===== config.mk =====
export PLATFORM = sky130hd
export DESIGN_NAME = fpMiscUnit
export DESIGN_NICKNAME = d
export VERILOG_FILES = /design/src/hw/fpPkg.sv /design/src/hw/fpLaneIf.sv /design/src/hw/fpCollect.sv /design/src/hw/fpIssue.sv /design/src/hw/fpLane.sv /design/src/hw/fpMiscUnit.sv /design/src/hw/fpUnpack.sv
export SDC_FILE = /design/constraint.sdc
export NUM_CORES = 1
export LEC_CHECK = 0
export BUFFER_PORTS_ARGS = -buffer_cell sky130_fd_sc_hd__buf_2
export CAP_MARGIN = 30
export CELL_PAD_IN_SITES_DETAIL_PLACEMENT = 0
export CELL_PAD_IN_SITES_GLOBAL_PLACEMENT = 1
export CORE_ASPECT_RATIO = 0.8
export CORE_MARGIN = 8
export CORE_UTILIZATION = 50
export DETAILED_ROUTE_END_ITERATION = 8
export PLACE_DENSITY = 0.85
export SYNTH_ARGS = -nofsm -noshare
export SYNTH_HDL_FRONTEND = slang
export SYNTH_HIERARCHICAL = 1
export SYNTH_SLANG_ARGS = --single-unit
export TNS_END_PERCENT = 20

===== constraint.sdc =====
create_clock -name clk -period 5.1 [get_ports clk]
set_input_delay 0.255 -clock clk [delete_from_list [all_inputs] [get_ports clk]]
set_output_delay 0.255 -clock clk [all_outputs]
set_load 0.03 [all_outputs]

===== src/hw/fpPkg.sv =====
package fpPkg;

  ////////////////////
  // lane array
  ////////////////////
  localparam int NumLanes = 4;     // identical lanes, served round robin
  localparam int LaneIdxW = 2;     // width of issue and collect pointers

  ////////////////////
  // single precision
  ////////////////////
  localparam int WordW = 32;       // one fp word or one integer result
  localparam int ExpW  = 8;        // biased exponent
  localparam int FracW = 23;       // stored fraction, hidden bit not kept

  localparam logic [ExpW-1:0]  ExpMax   = 8'd255;        // inf and nan exponent
  localparam logic [WordW-1:0] CanonNaN = 32'h7FC0_0000; // positive quiet nan

  typedef logic [WordW-1:0] word_t;

  // operations of the unit, 9 codes so 4 bits
  typedef enum logic [3:0] {
    OpSgnj,    // magnitude of x, sign of y
    OpSgnjn,   // magnitude of x, inverted sign of y
    OpSgnjx,   // magnitude of x, xor of both signs
    OpEq,      // quiet compare
    OpLt,      // signaling compare
    OpLe,      // signaling compare
    OpMin,
    OpMax,
    OpClass    // ten bit class mask of x
  } fpOp_e;

  ////////////////////
  // classify mask
  ////////////////////
  localparam int ClsW       = 10;  // mask bits used in the integer result
  localparam int ClsNegInf  = 0;
  localparam int ClsNegNorm = 1;
  localparam int ClsNegSub  = 2;
  localparam int ClsNegZero = 3;
  localparam int ClsPosZero = 4;
  localparam int ClsPosSub  = 5;
  localparam int ClsPosNorm = 6;
  localparam int ClsPosInf  = 7;
  localparam int ClsSNaN    = 8;
  localparam int ClsQNaN    = 9;

  // one operand split up, with exactly one class flag set
  typedef struct packed {
    logic             sgn;
    logic [ExpW-1:0]  exp;
    logic [FracW-1:0] frac;
    logic             isZero;
    logic             isSub;   // subnormal
    logic             isNorm;
    logic             isInf;
    logic             isQNaN;
    logic             isSNaN;
  } fpParts_t;

endpackage


===== src/hw/fpLaneIf.sv =====
// issue stage to one lane
interface laneIssueIf;
  import fpPkg::*;

  logic  issue;   // one cycle pulse, only while busy is low
  fpOp_e op;
  word_t srcX;
  word_t srcY;
  logic  busy;    // lane holds a result not yet taken

  modport issuer (output issue, op, srcX, srcY, input busy);
  modport lane   (input issue, op, srcX, srcY, output busy);
endinterface

// one lane to the collector
interface laneResultIf;
  import fpPkg::*;

  logic  full;     // result and invalid are valid
  word_t result;
  logic  invalid;  // nv bit of fflags
  logic  take;     // one cycle pulse, clears full on the next edge

  modport lane      (output full, result, invalid, input take);
  modport collector (input full, result, invalid, output take);
endinterface


===== src/hw/fpCollect.sv =====
module fpCollect (
  input  logic          clk,
  input  logic          reset,
  input  logic          ackOut,   // host ack, four phase
  output logic          reqOut,
  output fpPkg::word_t  result,
  output logic          invalid,
  laneResultIf.collector lanes [0:fpPkg::NumLanes-1]
);
  import fpPkg::*;

  typedef enum logic {ColIdle, ColReq} colState_e;

  colState_e           state;
  logic [LaneIdxW-1:0] head;      // oldest request in flight
  logic [LaneIdxW-1:0] takeSel;   // lane being released
  logic                takeQ;
  logic                launch;    // present head result to host
  logic [NumLanes-1:0] fullVec;
  logic [NumLanes-1:0] invVec;
  word_t               resVec [NumLanes];

  // gather lane outputs, scatter take
  for (genvar i = 0; i < NumLanes; i++) begin : gLane
    assign fullVec[i]    = lanes[i].full;
    assign invVec[i]     = lanes[i].invalid;
    assign resVec[i]     = lanes[i].result;
    assign lanes[i].take = takeQ && (takeSel == LaneIdxW'(i));
  end

  ////////////////////
  // handshake
  ////////////////////
  assign launch = (state == ColIdle) && fullVec[head] && !ackOut;  // previous ack gone
  assign reqOut = (state == ColReq);

  always_ff @(posedge clk) begin
    if (reset) begin
      state   <= ColIdle;
      head    <= '0;
      takeSel <= '0;
      takeQ   <= 1'b0;
    end else begin
      takeQ <= 1'b0;                     // single cycle pulse
      case (state)
        ColIdle: if (launch) state <= ColReq;
        ColReq: begin
          if (ackOut) begin
            state   <= ColIdle;          // req falls with the take pulse
            takeQ   <= 1'b1;
            takeSel <= head;
            head    <= head + 1'b1;      // in request order
          end
        end
        default: state <= ColIdle;
      endcase
    end
  end

  // output hold registers
  always_ff @(posedge clk) begin
    if (launch) begin
      result  <= resVec[head];
      invalid <= invVec[head];
    end
  end

  // data must not move under the host while it is still unacknowledged
  assert property (@(posedge clk) disable iff (reset)
    (reqOut && !ackOut) |=> $stable({result, invalid}));

endmodule


===== src/hw/fpIssue.sv =====
module fpIssue (
  input  logic          clk,
  input  logic          reset,
  input  logic          reqIn,   // host request, four phase
  input  fpPkg::fpOp_e  opIn,
  input  fpPkg::word_t  srcX,
  input  fpPkg::word_t  srcY,
  output logic          ackIn,
  laneIssueIf.issuer    lanes [0:fpPkg::NumLanes-1]
);
  import fpPkg::*;

  typedef enum logic {IssIdle, IssAck} issState_e;

  issState_e           state;
  logic [LaneIdxW-1:0] ptr;      // next lane in round robin
  logic [LaneIdxW-1:0] laneSel;  // lane of the pending issue pulse
  logic [NumLanes-1:0] busyVec;
  logic                accept;   // take the host request this cycle
  logic                issueQ;
  fpOp_e               opQ;
  word_t               xQ, yQ;   // operands captured with the request

  ////////////////////
  // handshake
  ////////////////////
  assign accept = reqIn && (state == IssIdle) && !busyVec[ptr];  // busy lane stalls the host
  assign ackIn  = (state == IssAck);

  always_ff @(posedge clk) begin
    if (reset) begin
      state   <= IssIdle;
      ptr     <= '0;
      laneSel <= '0;
      issueQ  <= 1'b0;
    end else begin
      issueQ <= accept;                   // pulse rises with ackIn
      if (accept) begin
        state   <= IssAck;
        laneSel <= ptr;
        ptr     <= ptr + 1'b1;            // wraps at NumLanes
      end else if (state == IssAck && !reqIn) begin
        state <= IssIdle;                 // host dropped req, drop ack
      end
    end
  end

  always_ff @(posedge clk) begin
    if (accept) begin
      opQ <= opIn;
      xQ  <= srcX;
      yQ  <= srcY;
    end
  end

  ////////////////////
  // lane fan out
  ////////////////////
  for (genvar i = 0; i < NumLanes; i++) begin : gLane
    assign busyVec[i]     = lanes[i].busy;
    assign lanes[i].issue = issueQ && (laneSel == LaneIdxW'(i));
    assign lanes[i].op    = opQ;          // shared, only the pulsed lane latches
    assign lanes[i].srcX  = xQ;
    assign lanes[i].srcY  = yQ;
  end

endmodule


===== src/hw/fpLane.sv =====
module fpLane (
  input logic        clk,
  input logic        reset,
  laneIssueIf.lane   iss,   // op and operands from the issue stage
  laneResultIf.lane  res    // held result toward the collector
);
  import fpPkg::*;

  fpParts_t            x, y;            // unpacked operands
  logic [WordW-2:0]    magX;            // x without its sign
  logic                anyNaN, anySNaN;
  logic                bothZero;        // +0 and -0 compare equal
  logic                eqRaw;           // equal, nan not yet excluded
  logic                ltRaw;           // less-than, nan not yet excluded
  logic                ltSz;            // less-than with -0 below +0
  logic [ClsW-1:0]     clsMask;
  word_t               resNext;
  logic                invNext;
  logic                full;

  fpUnpack uUnpackX (.val(iss.srcX), .parts(x));
  fpUnpack uUnpackY (.val(iss.srcY), .parts(y));

  ////////////////////
  // ordering
  ////////////////////
  assign magX     = {x.exp, x.frac};
  assign anyNaN   = x.isQNaN | x.isSNaN | y.isQNaN | y.isSNaN;
  assign anySNaN  = x.isSNaN | y.isSNaN;
  assign bothZero = x.isZero & y.isZero;
  assign eqRaw    = (iss.srcX == iss.srcY) | bothZero;

  always_comb begin
    if (bothZero)
      ltRaw = 1'b0;
    else if (x.sgn != y.sgn)
      ltRaw = x.sgn;                                   // negative side is smaller
    else if (!x.sgn)
      ltRaw = {x.exp, x.frac} < {y.exp, y.frac};       // both positive
    else
      ltRaw = {x.exp, x.frac} > {y.exp, y.frac};       // both negative, order flips
  end

  assign ltSz = bothZero ? (x.sgn & ~y.sgn) : ltRaw;   // min/max split the zeros

  // classify x, one hot
  always_comb begin
    clsMask             = '0;
    clsMask[ClsNegInf]  = x.isInf  &  x.sgn;
    clsMask[ClsNegNorm] = x.isNorm &  x.sgn;
    clsMask[ClsNegSub]  = x.isSub  &  x.sgn;
    clsMask[ClsNegZero] = x.isZero &  x.sgn;
    clsMask[ClsPosZero] = x.isZero & ~x.sgn;
    clsMask[ClsPosSub]  = x.isSub  & ~x.sgn;
    clsMask[ClsPosNorm] = x.isNorm & ~x.sgn;
    clsMask[ClsPosInf]  = x.isInf  & ~x.sgn;
    clsMask[ClsSNaN]    = x.isSNaN;
    clsMask[ClsQNaN]    = x.isQNaN;
  end

  ////////////////////
  // result select
  ////////////////////
  always_comb begin
    resNext = '0;
    invNext = 1'b0;
    case (iss.op)
      OpSgnj:  resNext = {y.sgn, magX};
      OpSgnjn: resNext = {~y.sgn, magX};
      OpSgnjx: resNext = {x.sgn ^ y.sgn, magX};
      OpEq: begin
        resNext = {{(WordW-1){1'b0}}, eqRaw & ~anyNaN};
        invNext = anySNaN;                             // quiet compare
      end
      OpLt: begin
        resNext = {{(WordW-1){1'b0}}, ltRaw & ~anyNaN};
        invNext = anyNaN;                              // any nan traps
      end
      OpLe: begin
        resNext = {{(WordW-1){1'b0}}, (ltRaw | eqRaw) & ~anyNaN};
        invNext = anyNaN;
      end
      OpMin, OpMax: begin
        if ((x.isQNaN | x.isSNaN) && (y.isQNaN | y.isSNaN))
          resNext = CanonNaN;
        else if (x.isQNaN | x.isSNaN)
          resNext = iss.srcY;                          // the other operand wins
        else if (y.isQNaN | y.isSNaN)
          resNext = iss.srcX;
        else if (iss.op == OpMin)
          resNext = ltSz ? iss.srcX : iss.srcY;
        else
          resNext = ltSz ? iss.srcY : iss.srcX;
        invNext = anySNaN;
      end
      OpClass: resNext = {{(WordW-ClsW){1'b0}}, clsMask};
      default: ;
    endcase
  end

  ////////////////////
  // result hold
  ////////////////////
  always_ff @(posedge clk) begin
    if (reset)
      full <= 1'b0;
    else if (iss.issue)
      full <= 1'b1;                                    // latency of one
    else if (res.take)
      full <= 1'b0;
  end

  always_ff @(posedge clk) begin
    if (iss.issue) begin
      res.result  <= resNext;
      res.invalid <= invNext;
    end
  end

  assign res.full = full;
  assign iss.busy = full;  // one result per lane

  // issue stage respects busy, collector only takes what is there
  assert property (@(posedge clk) disable iff (reset) iss.issue |-> !full);
  assert property (@(posedge clk) disable iff (reset) res.take |-> full);

endmodule


===== src/hw/fpMiscUnit.sv =====
module fpMiscUnit (
  input  logic          clk,
  input  logic          reset,
  // request side
  input  logic          reqIn,
  input  fpPkg::fpOp_e  opIn,
  input  fpPkg::word_t  srcX,
  input  fpPkg::word_t  srcY,
  output logic          ackIn,
  // result side
  output logic          reqOut,
  output fpPkg::word_t  result,
  output logic          invalid,   // nv flag of the returned op
  input  logic          ackOut
);
  import fpPkg::*;

  laneIssueIf  issBus [0:NumLanes-1] ();   // issue stage to lanes
  laneResultIf resBus [0:NumLanes-1] ();   // lanes to collector

  ////////////////////
  // issue
  ////////////////////
  fpIssue uIssue (
    .clk,
    .reset,
    .reqIn,
    .opIn,
    .srcX,
    .srcY,
    .ackIn,
    .lanes (issBus)
  );

  // identical lanes, up to NumLanes ops in flight
  for (genvar i = 0; i < NumLanes; i++) begin : gLane
    fpLane uLane (.clk, .reset, .iss(issBus[i]), .res(resBus[i]));
  end

  ////////////////////
  // collect
  ////////////////////
  fpCollect uCollect (
    .clk,
    .reset,
    .ackOut,
    .reqOut,
    .result,
    .invalid,
    .lanes (resBus)
  );

endmodule


===== src/hw/fpUnpack.sv =====
module fpUnpack (
  input  fpPkg::word_t    val,    // raw single precision operand
  output fpPkg::fpParts_t parts   // fields and class flags
);
  import fpPkg::*;

  logic             sgn;
  logic [ExpW-1:0]  exp;
  logic [FracW-1:0] frac;
  logic             expOnes;  // inf or nan
  logic             expZero;  // zero or subnormal
  logic             fracZero;
  logic             quietBit; // fraction msb

  ////////////////////
  // field split
  ////////////////////
  assign sgn  = val[WordW-1];
  assign exp  = val[FracW +: ExpW];
  assign frac = val[FracW-1:0];

  assign expOnes  = (exp == ExpMax);
  assign expZero  = (exp == '0);
  assign fracZero = (frac == '0);
  assign quietBit = frac[FracW-1];

  ////////////////////
  // class flags
  ////////////////////
  always_comb begin
    parts.sgn  = sgn;
    parts.exp  = exp;
    parts.frac = frac;

    // exponent zero, no implicit one
    parts.isZero = expZero & fracZero;
    parts.isSub  = expZero & ~fracZero;

    // anything between the two reserved exponents
    parts.isNorm = ~expZero & ~expOnes;

    // reserved exponent, fraction tells inf from nan
    parts.isInf  = expOnes & fracZero;
    parts.isQNaN = expOnes & quietBit;
    parts.isSNaN = expOnes & ~quietBit & ~fracZero;  // payload without quiet bit
  end

endmodule


* Word level (Yosys, flattened, before mapping) *
Index checks and enable logic that the tools add are counted.

operators by class
  $add $sub $neg = 2
  magnitude comparators = 5
  equal/unequal tests = 18
  mux-type cells = 35
  bitwise gates (word level) = 44
  reductions and logical operators = 34

operators by type and width
  operator                                                     count
  two-way mux 32 bit                                           8
  one-hot mux 32 bit (8 select lines)                          1
  binary-select mux 32 bit (select 2 bit)                      1
  zero test 23 bit                                             2
  == test 32 bit                                               1
  > comparator 31 bit                                          1
  less-than comparator 31 bit                                  1
  AND 1 bit                                                    24
  two-way mux 1 bit                                            20
  == test 4 x 3 -> 1 bit (second input constant)               4
  == test 8 bit (second input constant)                        2
  zero test 8 bit                                              2
  logical AND 1 bit                                            14
  inverter 1 bit                                               11
  nonzero test 2 bit                                           5
  == test 2 bit (second input constant)                        4
  == test 4 x 2 -> 1 bit (second input constant)               2
  OR 1 bit                                                     7
  binary-select mux 1 bit (select 2 bit)                       3
  less-than comparator 2 x 3 -> 1 bit (second input constant)  2
  OR reduction 2 bit                                           3
  adder 2 x 1 -> 2 bit (second input constant)                 2
  == test 2 x 1 -> 1 bit (second input constant)               2
  == test 4 x 1 -> 1 bit (second input constant)               1
  other kinds (11)                                             15

storage, ports and cells
  flip-flop bits (word level) = 249
  output and inout bits = 35
  word-level logic and storage cells = 163

* Logic depth before layout (Yosys ltp) *
  word-level depth = 11
  gate-level depth with buffers = 14

* Modules after synthesis *
The synthesis kept the hierarchy.

by module, submodules not included
  module                        times used  cells each  area each (µm²)
  fpLane at gLane[1].uLane ...  3           372         3420.8
  fpIssue                       1           304         3886.2
  fpLane at gLane[0].uLane      1           339         3206.8
  fpUnpack                      8           53          395.4
  fpCollect                     1           101         2048.2

* Worst setup path after synthesis *
No wires, ideal clock.

  kind = register -> register
  start = register uCollect.head[0]
  end = register uCollect.invalid, enable pin
  library setup time = 0.472 ns
  data arrival time = 3.210 ns
  data required time = 4.628 ns
  slack = 1.418 ns
  cell stages (with the launch flop) = 4
  cells stage by stage = dfxtp_1 -> buf_6 -> mux4_2 -> nor3b_1

on the way
  cells in the longest elaborated chain, start to end = 4

ends and longest elaborated chain
  element                                  RTL line         RTL
  start: declaration                       fpCollect.sv:15  logic [LaneIdxW-1:0] head;
  start signal: assignment                 fpCollect.sv:52  head <= head + 1'b1;
  binary-select mux 1 bit (select 2 bit)   fpCollect.sv:34  assign launch = (state == ColIdle) && fullVec[head] && !ackOut;
  two-way mux 1 bit (not written as such)  fpCollect.sv:34
  logical AND 1 bit (2 in a row)           fpCollect.sv:34
  named net uCollect.launch                fpCollect.sv:18  logic launch;
  end signal: assignment                   fpCollect.sv:64  invalid <= invVec[head];
  end: declaration                         fpCollect.sv:7   output logic invalid,

The timed path passes the listed nets, and every way through them passes these cells. The select of a mux whose other input is x is not followed.
A chain may end at the register's enable or synchronous reset.

* Worst setup path after layout *
  start = register uIssue.xQ[18] (netlist: uIssue/lanes[0].srcX[18])
  end = register gLane[1].uLane.res.result[9] (data pin)

on the way
  cells in the longest elaborated chain, start to end = 11
  elaborated cells on any way between the ends = 20

ends and longest elaborated chain
  element                                              RTL line                      RTL
  start: declaration                                   fpIssue.sv:22                 word_t xQ, yQ;
  start signal: assignment                             fpIssue.sv:51                 xQ <= srcX;
  less-than comparator 31 bit (tied with other cells)  fpLane.sv:39                  ltRaw = {x.exp, x.frac} < {y.exp, y.frac};
  two-way mux 1 bit or AND 1 bit (tied branches)       fpLane.sv:38, fpUnpack.sv:36
  two-way mux 1 bit or AND 1 bit (tied branches)       fpLane.sv:36, fpLane.sv:30
  two-way mux 1 bit                                    fpLane.sv:34                  if (bothZero)
  two-way mux 1 bit                                    fpLane.sv:44                  assign ltSz = bothZero ? (x.sgn & ~y.sgn) : ltRaw;
  two-way mux 32 bit (on tied branches)                fpLane.sv:93, fpLane.sv:91
  two-way mux 32 bit                                   fpLane.sv:90                  else if (iss.op == OpMin)
  two-way mux 32 bit                                   fpLane.sv:88                  else if (y.isQNaN | y.isSNaN)
  two-way mux 32 bit                                   fpLane.sv:86                  else if (x.isQNaN | x.isSNaN)
  two-way mux 32 bit (*)                               fpLane.sv:84                  if ((x.isQNaN | x.isSNaN) && (y.isQNaN | y.isSNaN))
  one-hot mux 32 bit (8 select lines) (*)              fpLane.sv:67                  case (iss.op)
  named net gLane[1].uLane.resNext[9]                  fpLane.sv:17                  word_t resNext;
  end signal: assignment                               fpLane.sv:115                 res.result <= resNext;
  end: declaration                                     fpLaneIf.sv:24                modport lane (output full, result, invalid, input take);

Mark *: on every way through the listed nets, which the timed path passes. The rest lies on a longest branch.

==> qor.yml <==
critical_path:
  path_delay_family: "compound AO/OA/AOI/OAI gates"
  crit_chain: "ha_1 -> a21oi_2 -> o21ai_1 -> a2111oi_4 -> o21ai_2 -> a31o_1 -> or4_4 -> o21ai_4 -> buf_4 -> mux2i_1 -> o22ai_1"
  r2r-end: "gLane[1].uLane/res.result[9]$_DFFE_PP_"
  critPathMaxStageDelay_ns: 0.98
  rr_worst_depth: 11
  slowest_stage: "edfxtp_1"
  r2r_setup_slack_ns: 0.64
  reg2reg_from: "uIssue/lanes[0].srcX[18]$_DFFE_PP_"
  crit_arrival_ns: 4.75
  path_buf_inv: 1
  critPathLaunchType: "flip-flop"
  path_max_fanout: 20
  required_ns: 5.39
  crit_type: "flip-flop to flip-flop"
  crit_path_end_kind: "flip-flop"
layout:
  area.growth.synth_to_final_pct: -0.6240
  nFillCells: 3977
  layout.nets: 2258
  layout-drive-gt1-share_pct: 20.49
  post-route-cell-area_mm2: 0.02232
power_and_ir_drop:
  ir_drop_mv: 0.2664
  p_total_w: 0.007210
  leakage_nw: 8.812
  power_density_mw_per_mm2: 323.1
cts:
  cts_setup_buffers: 0
  cts_htree_levels: 1
  cts_tree: "yes"
  clk_pin_slew_ns: 0.07
  clock_latency_ns: 0.56
  cts_buffers: 25
  cts_sinks: 249
  cts_root_buffer: "clkbuf_16"
  clock_path_buffers: 3
grt:
  antenna_found_initial: 0
  grtUsageTotal_pct: 25.87
  gr-total-overflow: 0
  first_global_vias: 16020
  grt_pass1_wl_mm: 101.9
  grt_start_max_net_pins: 46
route:
  route.detailed.drc: 0
  vias_per_cell: 6.212
  antenna_left: 0
  num_vias: 16640
  wl_per_cell_um: 25.85
  first_pass_iters: 8
  first_iter_violations: 1872
  routed_wl_mm: 69.22
synth:
  syn_inst: 2272
  syn_area_mm2: 0.02246
  synth_fp_nets: 2472
  ys_warn_count: 6
  avgSynthCellArea_um2: 9.884
timing:
  whs_ns: 0.05625
  finClkSkew_ns: 0.01281
  timing.fmax_mhz: 224.1
  setup_violations: 0
  tns_ns: 0
  hold_violations: 0
  worstMarginPinSlew_ns: 1.149
  fin_ws_ns: 0.6371
  rsz0062_at_grt: "no"
  period_needed_ns: 4.463
  finalMaxSlewViolations: 0
  slew_headroom_pct: 22.69
  finalCritPeriodShare_pct: 87.51
placed_design:
  gp_congestion: 0.9967
  dp_hpwl_mm: 49.68
  dpl_cell_area_mm2: 0.02076
  port_buffers: 106
  place_ws_ns: 0.6456
floorplan:
  die_w_um: 252.9
  dieArea_mm2: 0.05199
  fp.dieH_um: 205.6
  start_util_pct: 50.61
  num_io_pins: 107
  core_area_mm2: 0.04438
  num_rows: 69
hold_path:
  whs_path_depth: 2
  holdCritStartpoint: "reset"
  min_to: "uCollect/head[1]$_SDFFE_PP0P_"
  hp-class: "primary input to flip-flop"
flow_run:
  drv_cap: 0
outcome:
  status: "finished, final reports clean"
==> cell type report <==
class | count | area [µm²] | area share, %
Clock inverter | 17 | 198.9 | 0.8915
Tap cell | 603 | 754.5 | 3.381
Multi-Input combinational cell | 1328 | 10700 | 47.93
Timing Repair Buffer | 281 | 2066 | 9.257
Sequential cell | 249 | 7320 | 32.80
Antenna cell | 1 | 2.502 | 0.01121
Clock buffer | 26 | 629.4 | 2.820
Inverter | 173 | 649.4 | 2.910
==> cell usage in the layout, fill, tap and decap left out, drive strengths merged, types with 9 or more instances in the layout <==
cell type / instances
xor2: 131
nor2b: 18
a2bb2oi: 9
dlygate4sd3: 70
a21oi: 90
ha: 128
a211oi: 21
a22o: 29
edfxtp: 233
inv: 175
o21ai: 100
nor4: 110
mux4: 34
xnor2: 10
dfxtp: 16
o221ai: 24
a22oi: 24
a21o: 13
buf: 211
nand4: 60
nand2: 122
clkbuf: 26
nand3b: 9
nand3: 25
nor3: 42
nor2: 109
a221o: 12
o22ai: 10
nand2b: 20
mux2i: 78
o21a: 9
==> how the worst max path moves through the flow <==
stage                                  startpoint                                endpoint  slack (ns)  cells past startpoint
4_1_cts        uIssue/lanes[0].srcX[19]$_DFFE_PP_  gLane[1].uLane/res.result[9]$_DFFE_PP_        0.66                     11
3_5_place_dp   uIssue/lanes[0].srcX[19]$_DFFE_PP_  gLane[1].uLane/res.result[9]$_DFFE_PP_        0.65                     11
5_1_grt        uIssue/lanes[0].srcX[20]$_DFFE_PP_  gLane[1].uLane/res.result[9]$_DFFE_PP_        0.46                     11
3_3_place_gp   uIssue/lanes[0].srcX[19]$_DFFE_PP_  gLane[1].uLane/res.result[9]$_DFFE_PP_        0.77                     11
6_report       uIssue/lanes[0].srcX[18]$_DFFE_PP_  gLane[1].uLane/res.result[9]$_DFFE_PP_        0.64                     11
2_1_floorplan       uCollect/head[0]$_SDFFE_PP0P_              uCollect/invalid$_DFFE_PP_        1.42                      3
==> through the flow <==
stage | instances | util [%]
2_1_floorplan | 2272 | -
3_3_place_gp | 2559 | 46.65
3_5_place_dp | 2563 | 46.78
4_1_cts | 2676 | 50.22
5_1_grt | 2677 | 50.28
6_report | 2678 | 50.29
==> flip-flops by register name, indices dropped and copies added, names as in the netlist, 4 cells and up <==
register,cells
gLane.uLane/iss.busy,4
gLane.uLane/res.invalid,4
uIssue/lanes.op,4
uCollect/result,32
uIssue/lanes.srcX,32
gLane.uLane/res.result,128
uIssue/lanes.srcY,32
==> repair_timing <==
| item | CTS | global route |
|---|---|---|
| hold buffers | 70 | 0 |
| hold endpoints to repair | 70 | 0 |
| setup endpoints to repair | 0 | 0 |
| resized for setup | 0 | 0 |
==> power breakdown <==
part           internal, W  switching [W]
Sequential         0.00244       0.000317
Clock              0.00110       0.000830
Combinational      0.00100        0.00152
Total              0.00454        0.00267
==> per-layer routing <==
metal / global-route usage, % / up-vias / part of all wire, %
li1: - / 7379 / -
met1: 35.89 / 8072 / 42
met2: 39.91 / 1040 / 44
met3: 5.680 / 145 / 11
met4: 8.352 / 0 / 3.3
met5: 0 / - / 0
Power figures use the tool's default switching activity.
